==> src/axil_pkg.sv <==
package axil_pkg;

  // Bus widths of the AXI4-Lite client port
  localparam int unsigned AXIL_ADDR_W = 32;
  localparam int unsigned AXIL_DATA_W = 32;
  localparam int unsigned AXIL_STRB_W = AXIL_DATA_W / 8;

  // Payload vectors
  typedef logic [AXIL_ADDR_W-1:0] axil_addr_t;
  typedef logic [AXIL_DATA_W-1:0] axil_data_t;
  typedef logic [AXIL_STRB_W-1:0] axil_strb_t;

  // B and R response code
  typedef logic [1:0] axil_resp_t;

  // Only OKAY is ever returned by the bridge
  localparam axil_resp_t AXIL_RESP_OKAY = 2'b00;

endpackage

==> src/io_msg_pkg.sv <==
package io_msg_pkg;

  // Source LCE id carried in every command header
  localparam int unsigned LCE_ID_W = 4;
  typedef logic [LCE_ID_W-1:0] lce_id_t;

  // Domain id carried in every command header
  localparam int unsigned DID_W = 3;
  typedef logic [DID_W-1:0] did_t;

  // Uncached message types, shared by commands and responses
  typedef enum logic [1:0]
  {
    e_io_uc_rd = 2'b00,
    e_io_uc_wr = 2'b01
  } io_msg_type_e;

  // Access size, encoded as log2 of the byte count
  typedef enum logic [1:0]
  {
    e_io_size_1 = 2'b00,
    e_io_size_2 = 2'b01,
    e_io_size_4 = 2'b10
  } io_msg_size_e;

  // Response buffer depth, equal to the credits the target starts with
  localparam int unsigned RESP_CREDITS = 2;

endpackage

==> src/axil_io_client.sv <==
module axil_io_client
#(
  parameter int unsigned CMD_CREDITS_P = 2
)
(
  input  logic                     clk_i,
  input  logic                     arst_n_i,
  input  io_msg_pkg::lce_id_t      lce_id_i,
  input  io_msg_pkg::did_t         did_i,
  // AXI4-Lite client port
  input  axil_pkg::axil_addr_t     awaddr_i,
  input  logic                     awvalid_i,
  output logic                     awready_o,
  input  axil_pkg::axil_data_t     wdata_i,
  input  axil_pkg::axil_strb_t     wstrb_i,
  input  logic                     wvalid_i,
  output logic                     wready_o,
  output axil_pkg::axil_resp_t     bresp_o,
  output logic                     bvalid_o,
  input  logic                     bready_i,
  input  axil_pkg::axil_addr_t     araddr_i,
  input  logic                     arvalid_i,
  output logic                     arready_o,
  output axil_pkg::axil_data_t     rdata_o,
  output axil_pkg::axil_resp_t     rresp_o,
  output logic                     rvalid_o,
  input  logic                     rready_i,
  // Credited command channel
  output logic                     io_cmd_v_o,
  output io_msg_pkg::io_msg_type_e io_cmd_type_o,
  output io_msg_pkg::io_msg_size_e io_cmd_size_o,
  output axil_pkg::axil_addr_t     io_cmd_addr_o,
  output axil_pkg::axil_data_t     io_cmd_data_o,
  output io_msg_pkg::lce_id_t      io_cmd_lce_id_o,
  output io_msg_pkg::did_t         io_cmd_did_o,
  input  logic                     io_cmd_credit_i,
  // Credited response channel
  input  logic                     io_resp_v_i,
  input  io_msg_pkg::io_msg_type_e io_resp_type_i,
  input  axil_pkg::axil_data_t     io_resp_data_i,
  output logic                     io_resp_credit_o
);

  logic                     wr_pend;
  logic                     rd_pend;
  logic                     wr_take;
  logic                     rd_take;
  logic                     credit_avail;
  logic                     cmd_issue;
  logic                     load;
  io_msg_pkg::io_msg_type_e cmd_type;
  axil_pkg::axil_addr_t     wr_addr;
  axil_pkg::axil_addr_t     rd_addr;
  axil_pkg::axil_data_t     wr_data;
  axil_pkg::axil_strb_t     wr_strb;

  axil_req_capture u_req_capture
  (
    .clk_i     (clk_i),
    .arst_n_i  (arst_n_i),
    .awaddr_i  (awaddr_i),
    .awvalid_i (awvalid_i),
    .awready_o (awready_o),
    .wdata_i   (wdata_i),
    .wstrb_i   (wstrb_i),
    .wvalid_i  (wvalid_i),
    .wready_o  (wready_o),
    .araddr_i  (araddr_i),
    .arvalid_i (arvalid_i),
    .arready_o (arready_o),
    .wr_take_i (wr_take),
    .rd_take_i (rd_take),
    .wr_pend_o (wr_pend),
    .rd_pend_o (rd_pend),
    .wr_addr_o (wr_addr),
    .rd_addr_o (rd_addr),
    .wr_data_o (wr_data),
    .wr_strb_o (wr_strb)
  );

  axil_io_ctrl u_ctrl
  (
    .clk_i          (clk_i),
    .arst_n_i       (arst_n_i),
    .wr_pend_i      (wr_pend),
    .rd_pend_i      (rd_pend),
    .credit_avail_i (credit_avail),
    .wr_take_o      (wr_take),
    .rd_take_o      (rd_take),
    .cmd_issue_o    (cmd_issue),
    .load_o         (load),
    .type_o         (cmd_type)
  );

  io_credit_counter #(
    .CMD_CREDITS_P (CMD_CREDITS_P)
  ) u_credit_counter
  (
    .clk_i          (clk_i),
    .arst_n_i       (arst_n_i),
    .cmd_issue_i    (cmd_issue),
    .cmd_credit_i   (io_cmd_credit_i),
    .credit_avail_o (credit_avail)
  );

  io_cmd_packer u_cmd_packer
  (
    .clk_i           (clk_i),
    .arst_n_i        (arst_n_i),
    .load_i          (load),
    .type_i          (cmd_type),
    .wr_addr_i       (wr_addr),
    .rd_addr_i       (rd_addr),
    .wr_data_i       (wr_data),
    .wr_strb_i       (wr_strb),
    .lce_id_i        (lce_id_i),
    .did_i           (did_i),
    .io_cmd_v_o      (io_cmd_v_o),
    .io_cmd_type_o   (io_cmd_type_o),
    .io_cmd_size_o   (io_cmd_size_o),
    .io_cmd_addr_o   (io_cmd_addr_o),
    .io_cmd_data_o   (io_cmd_data_o),
    .io_cmd_lce_id_o (io_cmd_lce_id_o),
    .io_cmd_did_o    (io_cmd_did_o)
  );

  axil_resp_return u_resp_return
  (
    .clk_i            (clk_i),
    .arst_n_i         (arst_n_i),
    .io_resp_v_i      (io_resp_v_i),
    .io_resp_type_i   (io_resp_type_i),
    .io_resp_data_i   (io_resp_data_i),
    .io_resp_credit_o (io_resp_credit_o),
    .bvalid_o         (bvalid_o),
    .bready_i         (bready_i),
    .bresp_o          (bresp_o),
    .rvalid_o         (rvalid_o),
    .rready_i         (rready_i),
    .rresp_o          (rresp_o),
    .rdata_o          (rdata_o)
  );

endmodule

==> src/axil_io_ctrl.sv <==
module axil_io_ctrl
(
  input  logic                     clk_i,
  input  logic                     arst_n_i,
  input  logic                     wr_pend_i,
  input  logic                     rd_pend_i,
  input  logic                     credit_avail_i,
  output logic                     wr_take_o,
  output logic                     rd_take_o,
  output logic                     cmd_issue_o,
  output logic                     load_o,
  output io_msg_pkg::io_msg_type_e type_o
);

  typedef enum logic
  {
    e_ctrl_rd_prio,
    e_ctrl_wr_prio
  } ctrl_state_e;

  ctrl_state_e state_q;
  ctrl_state_e state_d;
  logic        pick_wr;
  logic        pick_rd;

  // Pick one direction per cycle, the favoured one wins a tie
  always_comb
  begin
    pick_wr = 1'b0;
    pick_rd = 1'b0;
    if (credit_avail_i)
    begin
      case (state_q)
        e_ctrl_rd_prio:
        begin
          pick_rd = rd_pend_i;
          pick_wr = wr_pend_i & ~rd_pend_i;
        end
        e_ctrl_wr_prio:
        begin
          pick_wr = wr_pend_i;
          pick_rd = rd_pend_i & ~wr_pend_i;
        end
      endcase
    end
  end

  // Favour the other direction after each issue
  always_comb
  begin
    state_d = state_q;
    if (pick_rd)
      state_d = e_ctrl_wr_prio;
    else if (pick_wr)
      state_d = e_ctrl_rd_prio;
  end

  always_ff @(posedge clk_i or negedge arst_n_i)
  begin
    if (!arst_n_i)
      state_q <= e_ctrl_rd_prio;
    else
      state_q <= state_d;
  end

  assign wr_take_o   = pick_wr;
  assign rd_take_o   = pick_rd;
  assign cmd_issue_o = pick_wr | pick_rd;
  assign load_o      = pick_wr | pick_rd;
  assign type_o      = pick_wr ? io_msg_pkg::e_io_uc_wr : io_msg_pkg::e_io_uc_rd;

endmodule

==> src/axil_req_capture.sv <==
module axil_req_capture
(
  input  logic                clk_i,
  input  logic                arst_n_i,
  input  axil_pkg::axil_addr_t awaddr_i,
  input  logic                awvalid_i,
  output logic                awready_o,
  input  axil_pkg::axil_data_t wdata_i,
  input  axil_pkg::axil_strb_t wstrb_i,
  input  logic                wvalid_i,
  output logic                wready_o,
  input  axil_pkg::axil_addr_t araddr_i,
  input  logic                arvalid_i,
  output logic                arready_o,
  input  logic                wr_take_i,
  input  logic                rd_take_i,
  output logic                wr_pend_o,
  output logic                rd_pend_o,
  output axil_pkg::axil_addr_t wr_addr_o,
  output axil_pkg::axil_addr_t rd_addr_o,
  output axil_pkg::axil_data_t wr_data_o,
  output axil_pkg::axil_strb_t wr_strb_o
);

  logic aw_full_q;
  logic w_full_q;
  logic ar_full_q;
  logic rdy_en_q;

  // Each channel is ready only while its holding register is empty
  // Readies stay low until the first clock after reset
  assign awready_o = rdy_en_q & ~aw_full_q;
  assign wready_o  = rdy_en_q & ~w_full_q;
  assign arready_o = rdy_en_q & ~ar_full_q;

  // A write needs both address and data before it can be issued
  assign wr_pend_o = aw_full_q & w_full_q;
  assign rd_pend_o = ar_full_q;

  // Occupancy flags
  always_ff @(posedge clk_i or negedge arst_n_i)
  begin
    if (!arst_n_i)
    begin
      rdy_en_q  <= 1'b0;
      aw_full_q <= 1'b0;
      w_full_q  <= 1'b0;
      ar_full_q <= 1'b0;
    end
    else
    begin
      rdy_en_q <= 1'b1;
      if (wr_take_i)
      begin
        aw_full_q <= 1'b0;
        w_full_q  <= 1'b0;
      end
      else
      begin
        if (awvalid_i && awready_o)
          aw_full_q <= 1'b1;
        if (wvalid_i && wready_o)
          w_full_q <= 1'b1;
      end
      if (rd_take_i)
        ar_full_q <= 1'b0;
      else if (arvalid_i && arready_o)
        ar_full_q <= 1'b1;
    end
  end

  // Beat payloads
  always_ff @(posedge clk_i)
  begin
    if (awvalid_i && awready_o)
      wr_addr_o <= awaddr_i;
    if (wvalid_i && wready_o)
    begin
      wr_data_o <= wdata_i;
      wr_strb_o <= wstrb_i;
    end
    if (arvalid_i && arready_o)
      rd_addr_o <= araddr_i;
  end

endmodule

==> src/axil_resp_return.sv <==
module axil_resp_return
(
  input  logic                     clk_i,
  input  logic                     arst_n_i,
  input  logic                     io_resp_v_i,
  input  io_msg_pkg::io_msg_type_e io_resp_type_i,
  input  axil_pkg::axil_data_t     io_resp_data_i,
  output logic                     io_resp_credit_o,
  output logic                     bvalid_o,
  input  logic                     bready_i,
  output axil_pkg::axil_resp_t     bresp_o,
  output logic                     rvalid_o,
  input  logic                     rready_i,
  output axil_pkg::axil_resp_t     rresp_o,
  output axil_pkg::axil_data_t     rdata_o
);

  localparam int unsigned DEPTH = io_msg_pkg::RESP_CREDITS;
  localparam int unsigned PTR_W = (DEPTH > 1) ? $clog2(DEPTH) : 1;
  localparam int unsigned CNT_W = $clog2(DEPTH + 1);

  io_msg_pkg::io_msg_type_e type_mem [DEPTH];
  axil_pkg::axil_data_t     data_mem [DEPTH];

  logic [PTR_W-1:0] wr_ptr_q;
  logic [PTR_W-1:0] rd_ptr_q;
  logic [CNT_W-1:0] count_q;
  logic             head_v;
  logic             head_wr;
  logic             pop;

  assign head_v  = (count_q != '0);
  assign head_wr = (type_mem[rd_ptr_q] == io_msg_pkg::e_io_uc_wr);

  // Head entry is steered to B or R by its message type
  assign bvalid_o = head_v & head_wr;
  assign rvalid_o = head_v & ~head_wr;
  assign rdata_o  = data_mem[rd_ptr_q];
  assign bresp_o  = axil_pkg::AXIL_RESP_OKAY;
  assign rresp_o  = axil_pkg::AXIL_RESP_OKAY;

  assign pop = (bvalid_o & bready_i) | (rvalid_o & rready_i);

  // Target only sends while it holds a credit, so no full check here
  always_ff @(posedge clk_i)
  begin
    if (io_resp_v_i)
    begin
      type_mem[wr_ptr_q] <= io_resp_type_i;
      data_mem[wr_ptr_q] <= io_resp_data_i;
    end
  end

  always_ff @(posedge clk_i or negedge arst_n_i)
  begin
    if (!arst_n_i)
    begin
      wr_ptr_q         <= '0;
      rd_ptr_q         <= '0;
      count_q          <= '0;
      io_resp_credit_o <= 1'b0;
    end
    else
    begin
      if (io_resp_v_i)
        wr_ptr_q <= (wr_ptr_q == PTR_W'(DEPTH - 1)) ? '0 : wr_ptr_q + 1'b1;
      if (pop)
        rd_ptr_q <= (rd_ptr_q == PTR_W'(DEPTH - 1)) ? '0 : rd_ptr_q + 1'b1;
      if (io_resp_v_i && !pop)
        count_q <= count_q + 1'b1;
      else if (pop && !io_resp_v_i)
        count_q <= count_q - 1'b1;
      // Hand the slot back once the beat has left
      io_resp_credit_o <= pop;
    end
  end

endmodule

==> src/io_cmd_packer.sv <==
module io_cmd_packer
(
  input  logic                       clk_i,
  input  logic                       arst_n_i,
  input  logic                       load_i,
  input  io_msg_pkg::io_msg_type_e   type_i,
  input  axil_pkg::axil_addr_t       wr_addr_i,
  input  axil_pkg::axil_addr_t       rd_addr_i,
  input  axil_pkg::axil_data_t       wr_data_i,
  input  axil_pkg::axil_strb_t       wr_strb_i,
  input  io_msg_pkg::lce_id_t        lce_id_i,
  input  io_msg_pkg::did_t           did_i,
  output logic                       io_cmd_v_o,
  output io_msg_pkg::io_msg_type_e   io_cmd_type_o,
  output io_msg_pkg::io_msg_size_e   io_cmd_size_o,
  output axil_pkg::axil_addr_t       io_cmd_addr_o,
  output axil_pkg::axil_data_t       io_cmd_data_o,
  output io_msg_pkg::lce_id_t        io_cmd_lce_id_o,
  output io_msg_pkg::did_t           io_cmd_did_o
);

  logic                     is_wr;
  io_msg_pkg::io_msg_size_e size_d;

  assign is_wr = (type_i == io_msg_pkg::e_io_uc_wr);

  // Size from strobe, sparse or unaligned masks go out as a full word
  always_comb
  begin
    size_d = io_msg_pkg::e_io_size_4;
    if (is_wr)
    begin
      if (wr_strb_i == axil_pkg::axil_strb_t'(4'h1))
        size_d = io_msg_pkg::e_io_size_1;
      else if (wr_strb_i == axil_pkg::axil_strb_t'(4'h3))
        size_d = io_msg_pkg::e_io_size_2;
    end
  end

  // One-cycle valid pulse per load
  always_ff @(posedge clk_i or negedge arst_n_i)
  begin
    if (!arst_n_i)
      io_cmd_v_o <= 1'b0;
    else
      io_cmd_v_o <= load_i;
  end

  // Header and data
  always_ff @(posedge clk_i)
  begin
    if (load_i)
    begin
      io_cmd_type_o   <= type_i;
      io_cmd_size_o   <= size_d;
      io_cmd_addr_o   <= is_wr ? wr_addr_i : rd_addr_i;
      io_cmd_data_o   <= is_wr ? wr_data_i : '0;
      io_cmd_lce_id_o <= lce_id_i;
      io_cmd_did_o    <= did_i;
    end
  end

endmodule

==> src/io_credit_counter.sv <==
module io_credit_counter
#(
  parameter int unsigned CMD_CREDITS_P = 2
)
(
  input  logic clk_i,
  input  logic arst_n_i,
  input  logic cmd_issue_i,
  input  logic cmd_credit_i,
  output logic credit_avail_o
);

  localparam int unsigned CNT_W = $clog2(CMD_CREDITS_P + 1);

  logic [CNT_W-1:0] count_q;

  // Count starts full, an issue and a return together leave it unchanged
  always_ff @(posedge clk_i or negedge arst_n_i)
  begin
    if (!arst_n_i)
      count_q <= CNT_W'(CMD_CREDITS_P);
    else if (cmd_issue_i && !cmd_credit_i)
    begin
      if (count_q != '0)
        count_q <= count_q - 1'b1;
    end
    else if (cmd_credit_i && !cmd_issue_i)
    begin
      // Saturate at the target's slot count
      if (count_q != CNT_W'(CMD_CREDITS_P))
        count_q <= count_q + 1'b1;
    end
  end

  assign credit_avail_o = (count_q != '0);

endmodule

==> config.mk <==
export PLATFORM = sky130hd
export DESIGN_NAME = axil_io_client
export DESIGN_NICKNAME = d
export VERILOG_FILES = /design/src/axil_pkg.sv /design/src/io_msg_pkg.sv /design/src/axil_io_client.sv /design/src/axil_io_ctrl.sv /design/src/axil_req_capture.sv /design/src/axil_resp_return.sv /design/src/io_cmd_packer.sv /design/src/io_credit_counter.sv
export SDC_FILE = /design/constraint.sdc
export NUM_CORES = 1
export LEC_CHECK = 0
export ABC_AREA = 1
export BUFFER_PORTS_ARGS = -buffer_cell sky130_fd_sc_hd__buf_2
export CORE_MARGIN = 2
export CORE_UTILIZATION = 52
export CTS_CLUSTER_DIAMETER = 100
export DETAILED_ROUTE_END_ITERATION = 8
export GPL_ROUTABILITY_DRIVEN = 1
export PLACE_DENSITY = 0.85
export SLEW_MARGIN = 20
export SYNTH_ARGS = -nofsm -noshare
export SYNTH_HDL_FRONTEND = slang
export SYNTH_HIERARCHICAL = 1
export SYNTH_SLANG_ARGS = --single-unit
==> constraint.sdc <==
create_clock -name clk_i -period 3.4 [get_ports clk_i]
set_clock_uncertainty 0.2 [all_clocks]
set_input_delay 0.68 -clock clk_i [delete_from_list [all_inputs] [get_ports clk_i]]
set_output_delay 0.68 -clock clk_i [all_outputs]
set_load 0.02 [all_outputs]
==> impl_metrics.py <==
metrics = {
    "run_status": {
        "outcome": "completed",
    },
    "worst_setup_path": {
        "startpoint_type": "register",
        "rrSetupSlack_ps": 1210,
        "arrival_ps": 1880,
        "endpoint_kind": "primary output",
        "critPathMaxFanout": 34,
        "critPathKind": "reg -> out",
        "required_ps": 2520,
    },
    "power": {
        "ir_worst_vdd_uv": 683,
        "pwr-share-comb": 0.305,
        "p_leak_nw": 4.98,
        "power_frac_clock": 0.240,
        "design_power_total_mw": 10.6,
        "power_density_nw_per_um2": 908,
        "intPower_mw": 6.84,
        "seqPwrFrac": 0.455,
        "switching_share": 0.354,
        "p_sw_mw": 3.75,
    },
    "grt": {
        "antenna_found_initial": 5,
        "grt_overflow": 0,
        "grt_pass1_wl_mm": 30.3,
        "grt_usage": 0.203,
        "grt_max_degree": 65,
        "grt_pass1_vias": 5737,
    },
    "hold_path": {
        "hp-class": "in -> reg",
    },
    "floorplanning": {
        "start_util": 0.525,
        "die_x_um": 138,
        "coreArea_um2": 17800,
        "rows": 49,
        "die_h_um": 138,
        "dieArea_um2": 19000,
        "num_io_pins": 268,
    },
    "sta": {
        "fin_crit_sh": 0.811,
        "worstMarginPinSlew_ps": 500,
        "holdWs_ps": 126,
        "rsz0062_at_grt": "no",
        "setup_viol": 0,
        "slew_viol_final": 0,
        "max_freq_mhz": 363,
        "tns_ps": 0,
        "maxSlewHeadroom": 0.666,
        "min_period_ps": 2760,
        "report.final.hold_viol_count": 0,
    },
    "placed_design": {
        "gp_congestion": 0.810,
        "dp.cells": 1097,
        "io_buffers": 263,
        "place_area_um2": 10900,
        "dp_hpwl_mm": 13.5,
    },
    "drt": {
        "drtIter0Drc": 377,
        "vias_per_cell": 4.96,
        "ant_nets": 0,
        "wirelength_mm": 19.7,
        "wl_per_cell_um": 17.1,
        "dr.pass1.iters": 5,
        "route.detailed.drc": 0,
        "met2_wirelength_mm": 9.64,
        "met3_length_mm": 2.10,
        "vias": 5699,
        "wl_met1_mm": 7.18,
        "top_layer": "met5",
    },
    "synthesis": {
        "synthArstFlopShare": 0.0508,
        "synth_top_area_frac": 0.781,
        "ys_ff_latch": 256,
        "avgSynthCellArea_um2": 15.1,
        "synthCells": 620,
        "synth_top_area_cell": "edfxtp_1",
        "yosys_warnings": 6,
        "synth_edf_count": 243,
        "synth.distinct_cells": 28,
        "yosysSeqAreaShare": 0.816,
        "yosysMostFrequentCell": "edfxtp_1",
        "synth_area_um2": 9340,
        "ys.flop_type": "edfxtp_1",
        "ys_top_cells_by_area": "edfxtp_1, nand2_1, dfrtp_1",
        "netlist_top_cells_count": "edfxtp_1, nand2_1, inv_1",
    },
    "finish": {
        "design_area_um2": 11700,
        "final_cells": 1150,
        "layout-drive-gt1-share": 0.381,
        "nFillCells": 1206,
        "area_delta_synth_final_pct": 24.8,
        "nets": 1049,
    },
    "cts": {
        "cts_tree": "built",
        "clk_pin_slew_ps": 60,
        "clk_path_buf_depth": 3,
        "numClockSinks": 256,
        "cts_made_buffers": 26,
        "root_buffer": "clkbuf_16",
        "cts_resized": 0,
        "cts_setup_buffers": 0,
        "htree_levels": 1,
        "clk_latency_ps": 520,
    },
    "run": {
        "drv_cap": 0,
    },
}
==> state kept, by name, summed over array words and instances, names as in the netlist, 2 cells and up <==
register	count
u_req_capture/wr_strb_o	4
u_resp_return/count_q	2
u_req_capture/rd_addr_o	32
u_resp_return/data_mem	64
u_cmd_packer/io_cmd_type_o	2
u_cmd_packer/io_cmd_lce_id_o	4
u_req_capture/wr_data_o	32
u_resp_return/type_mem	4
u_req_capture/wr_addr_o	32
u_cmd_packer/io_cmd_data_o	32
u_cmd_packer/io_cmd_size_o	2
u_cmd_packer/io_cmd_did_o	3
u_cmd_packer/io_cmd_addr_o	32
u_credit_counter/count_q	2
==> timing repair <==
item,CTS,global route
hold endpoints to repair,12,0
hold buffers,1,0
setup endpoints to repair,0,0
==> cell type report <==
class	count	area (um^2)	share of cell area
clock buffers	30	676	0.0580
multi-input cells	289	1360	0.117
repair buffers	273	1390	0.120
well taps	229	287	0.0246
clock inverters	18	105	0.00902
flip-flops and latches	256	7620	0.654
inverters	51	196	0.0169
diodes	4	10.0	0.000859
==> critical path, stage by stage, from the launching register on <==
cell and delay (ps):
dfrtp_1 390, buf_4 360, nand3_2 160, a21boi_0 240, buf_2 210
==> cell usage in the layout, fill, tap and decap left out, types with 2 or more instances in the layout <==
cell type,netlist,final
a21oi_1,6,5
buf_2,9,263
buf_4,9,9
clkbuf_1,0,3
clkbuf_16,0,26
clkinv_1,0,9
clkinv_2,0,3
clkinv_4,0,2
clkinvlp_4,0,3
conb_1,3,6
dfrtp_1,12,12
diode_2,0,4
edfxtp_1,243,243
ha_1,2,2
inv_1,47,47
inv_2,2,2
inv_4,2,2
nand2_1,175,174
nand2_2,3,3
nand3_1,38,38
nand3_2,3,3
nor2_1,23,22
nor2_2,21,22
nor3b_4,0,3
xor2_1,2,2
==> power groups by stage <==
stage               registers, mW  clock network, mW  logic, mW
detailed placement           4.88                  0       3.24
global placement             4.84                  0       3.15
CTS                          4.82               2.59       3.26
global route                 4.89               2.73       3.48
finish                       4.82               2.54       3.23
floorplan                    5.46                  0       1.51
==> routing by layer <==
metal  GRT usage  vias to the layer above
met5           0                        -
met4      0.0908                        2
met3      0.0585                       60
met2       0.332                      313
met1       0.254                     2644
li1            -                     2680
==> final timing paths <==
check | startpoint | end | cells past startpoint
worst max-delay path | u_resp_return/rd_ptr_q$_DFFE_PN0P_ | bvalid_o | 4
worst min-delay path | araddr_i[1] | u_req_capture/rd_addr_o[1]$_DFFE_PP_ | 1
worst max register to register | u_credit_counter/count_q[1]$_DFFE_PN1P_ | u_cmd_packer/io_cmd_size_o[1]$_SDFFCE_PP1P_ | 8
worst min register to register | u_req_capture/rd_addr_o[11]$_DFFE_PP_ | u_cmd_packer/io_cmd_addr_o[11]$_DFFE_PP_ | 2
max in group asynchronous | arst_n_i | u_credit_counter/count_q[1]$_DFFE_PN1P_ | 2
min in group asynchronous | arst_n_i | u_req_capture/rd_pend_o$_DFFE_PN0P_ | 2
==> per-stage QoR <==
stage | utilization | setup slack, ps
after floorplan | - | 622
after global placement | 0.610 | 1200
after detailed placement | 0.610 | 1160
after CTS | 0.655 | 593
after global routing | 0.655 | 485
final | 0.655 | 643
==> kinds of logic after synthesis <==
logic type | after synthesis | share of synthesized area
AO/OA/AOI/OAI | 9 | 0.00549
XOR/XNOR | 3 | 0.00281
other | 3 | 0.00121
AND/OR/NAND/NOR | 269 | 0.128
buffers and inverters | 78 | 0.0435
flip-flops | 256 | 0.816
adder cells (fa/ha/maj) | 2 | 0.00268
Note: power is estimated with default switching activity, not from simulation.
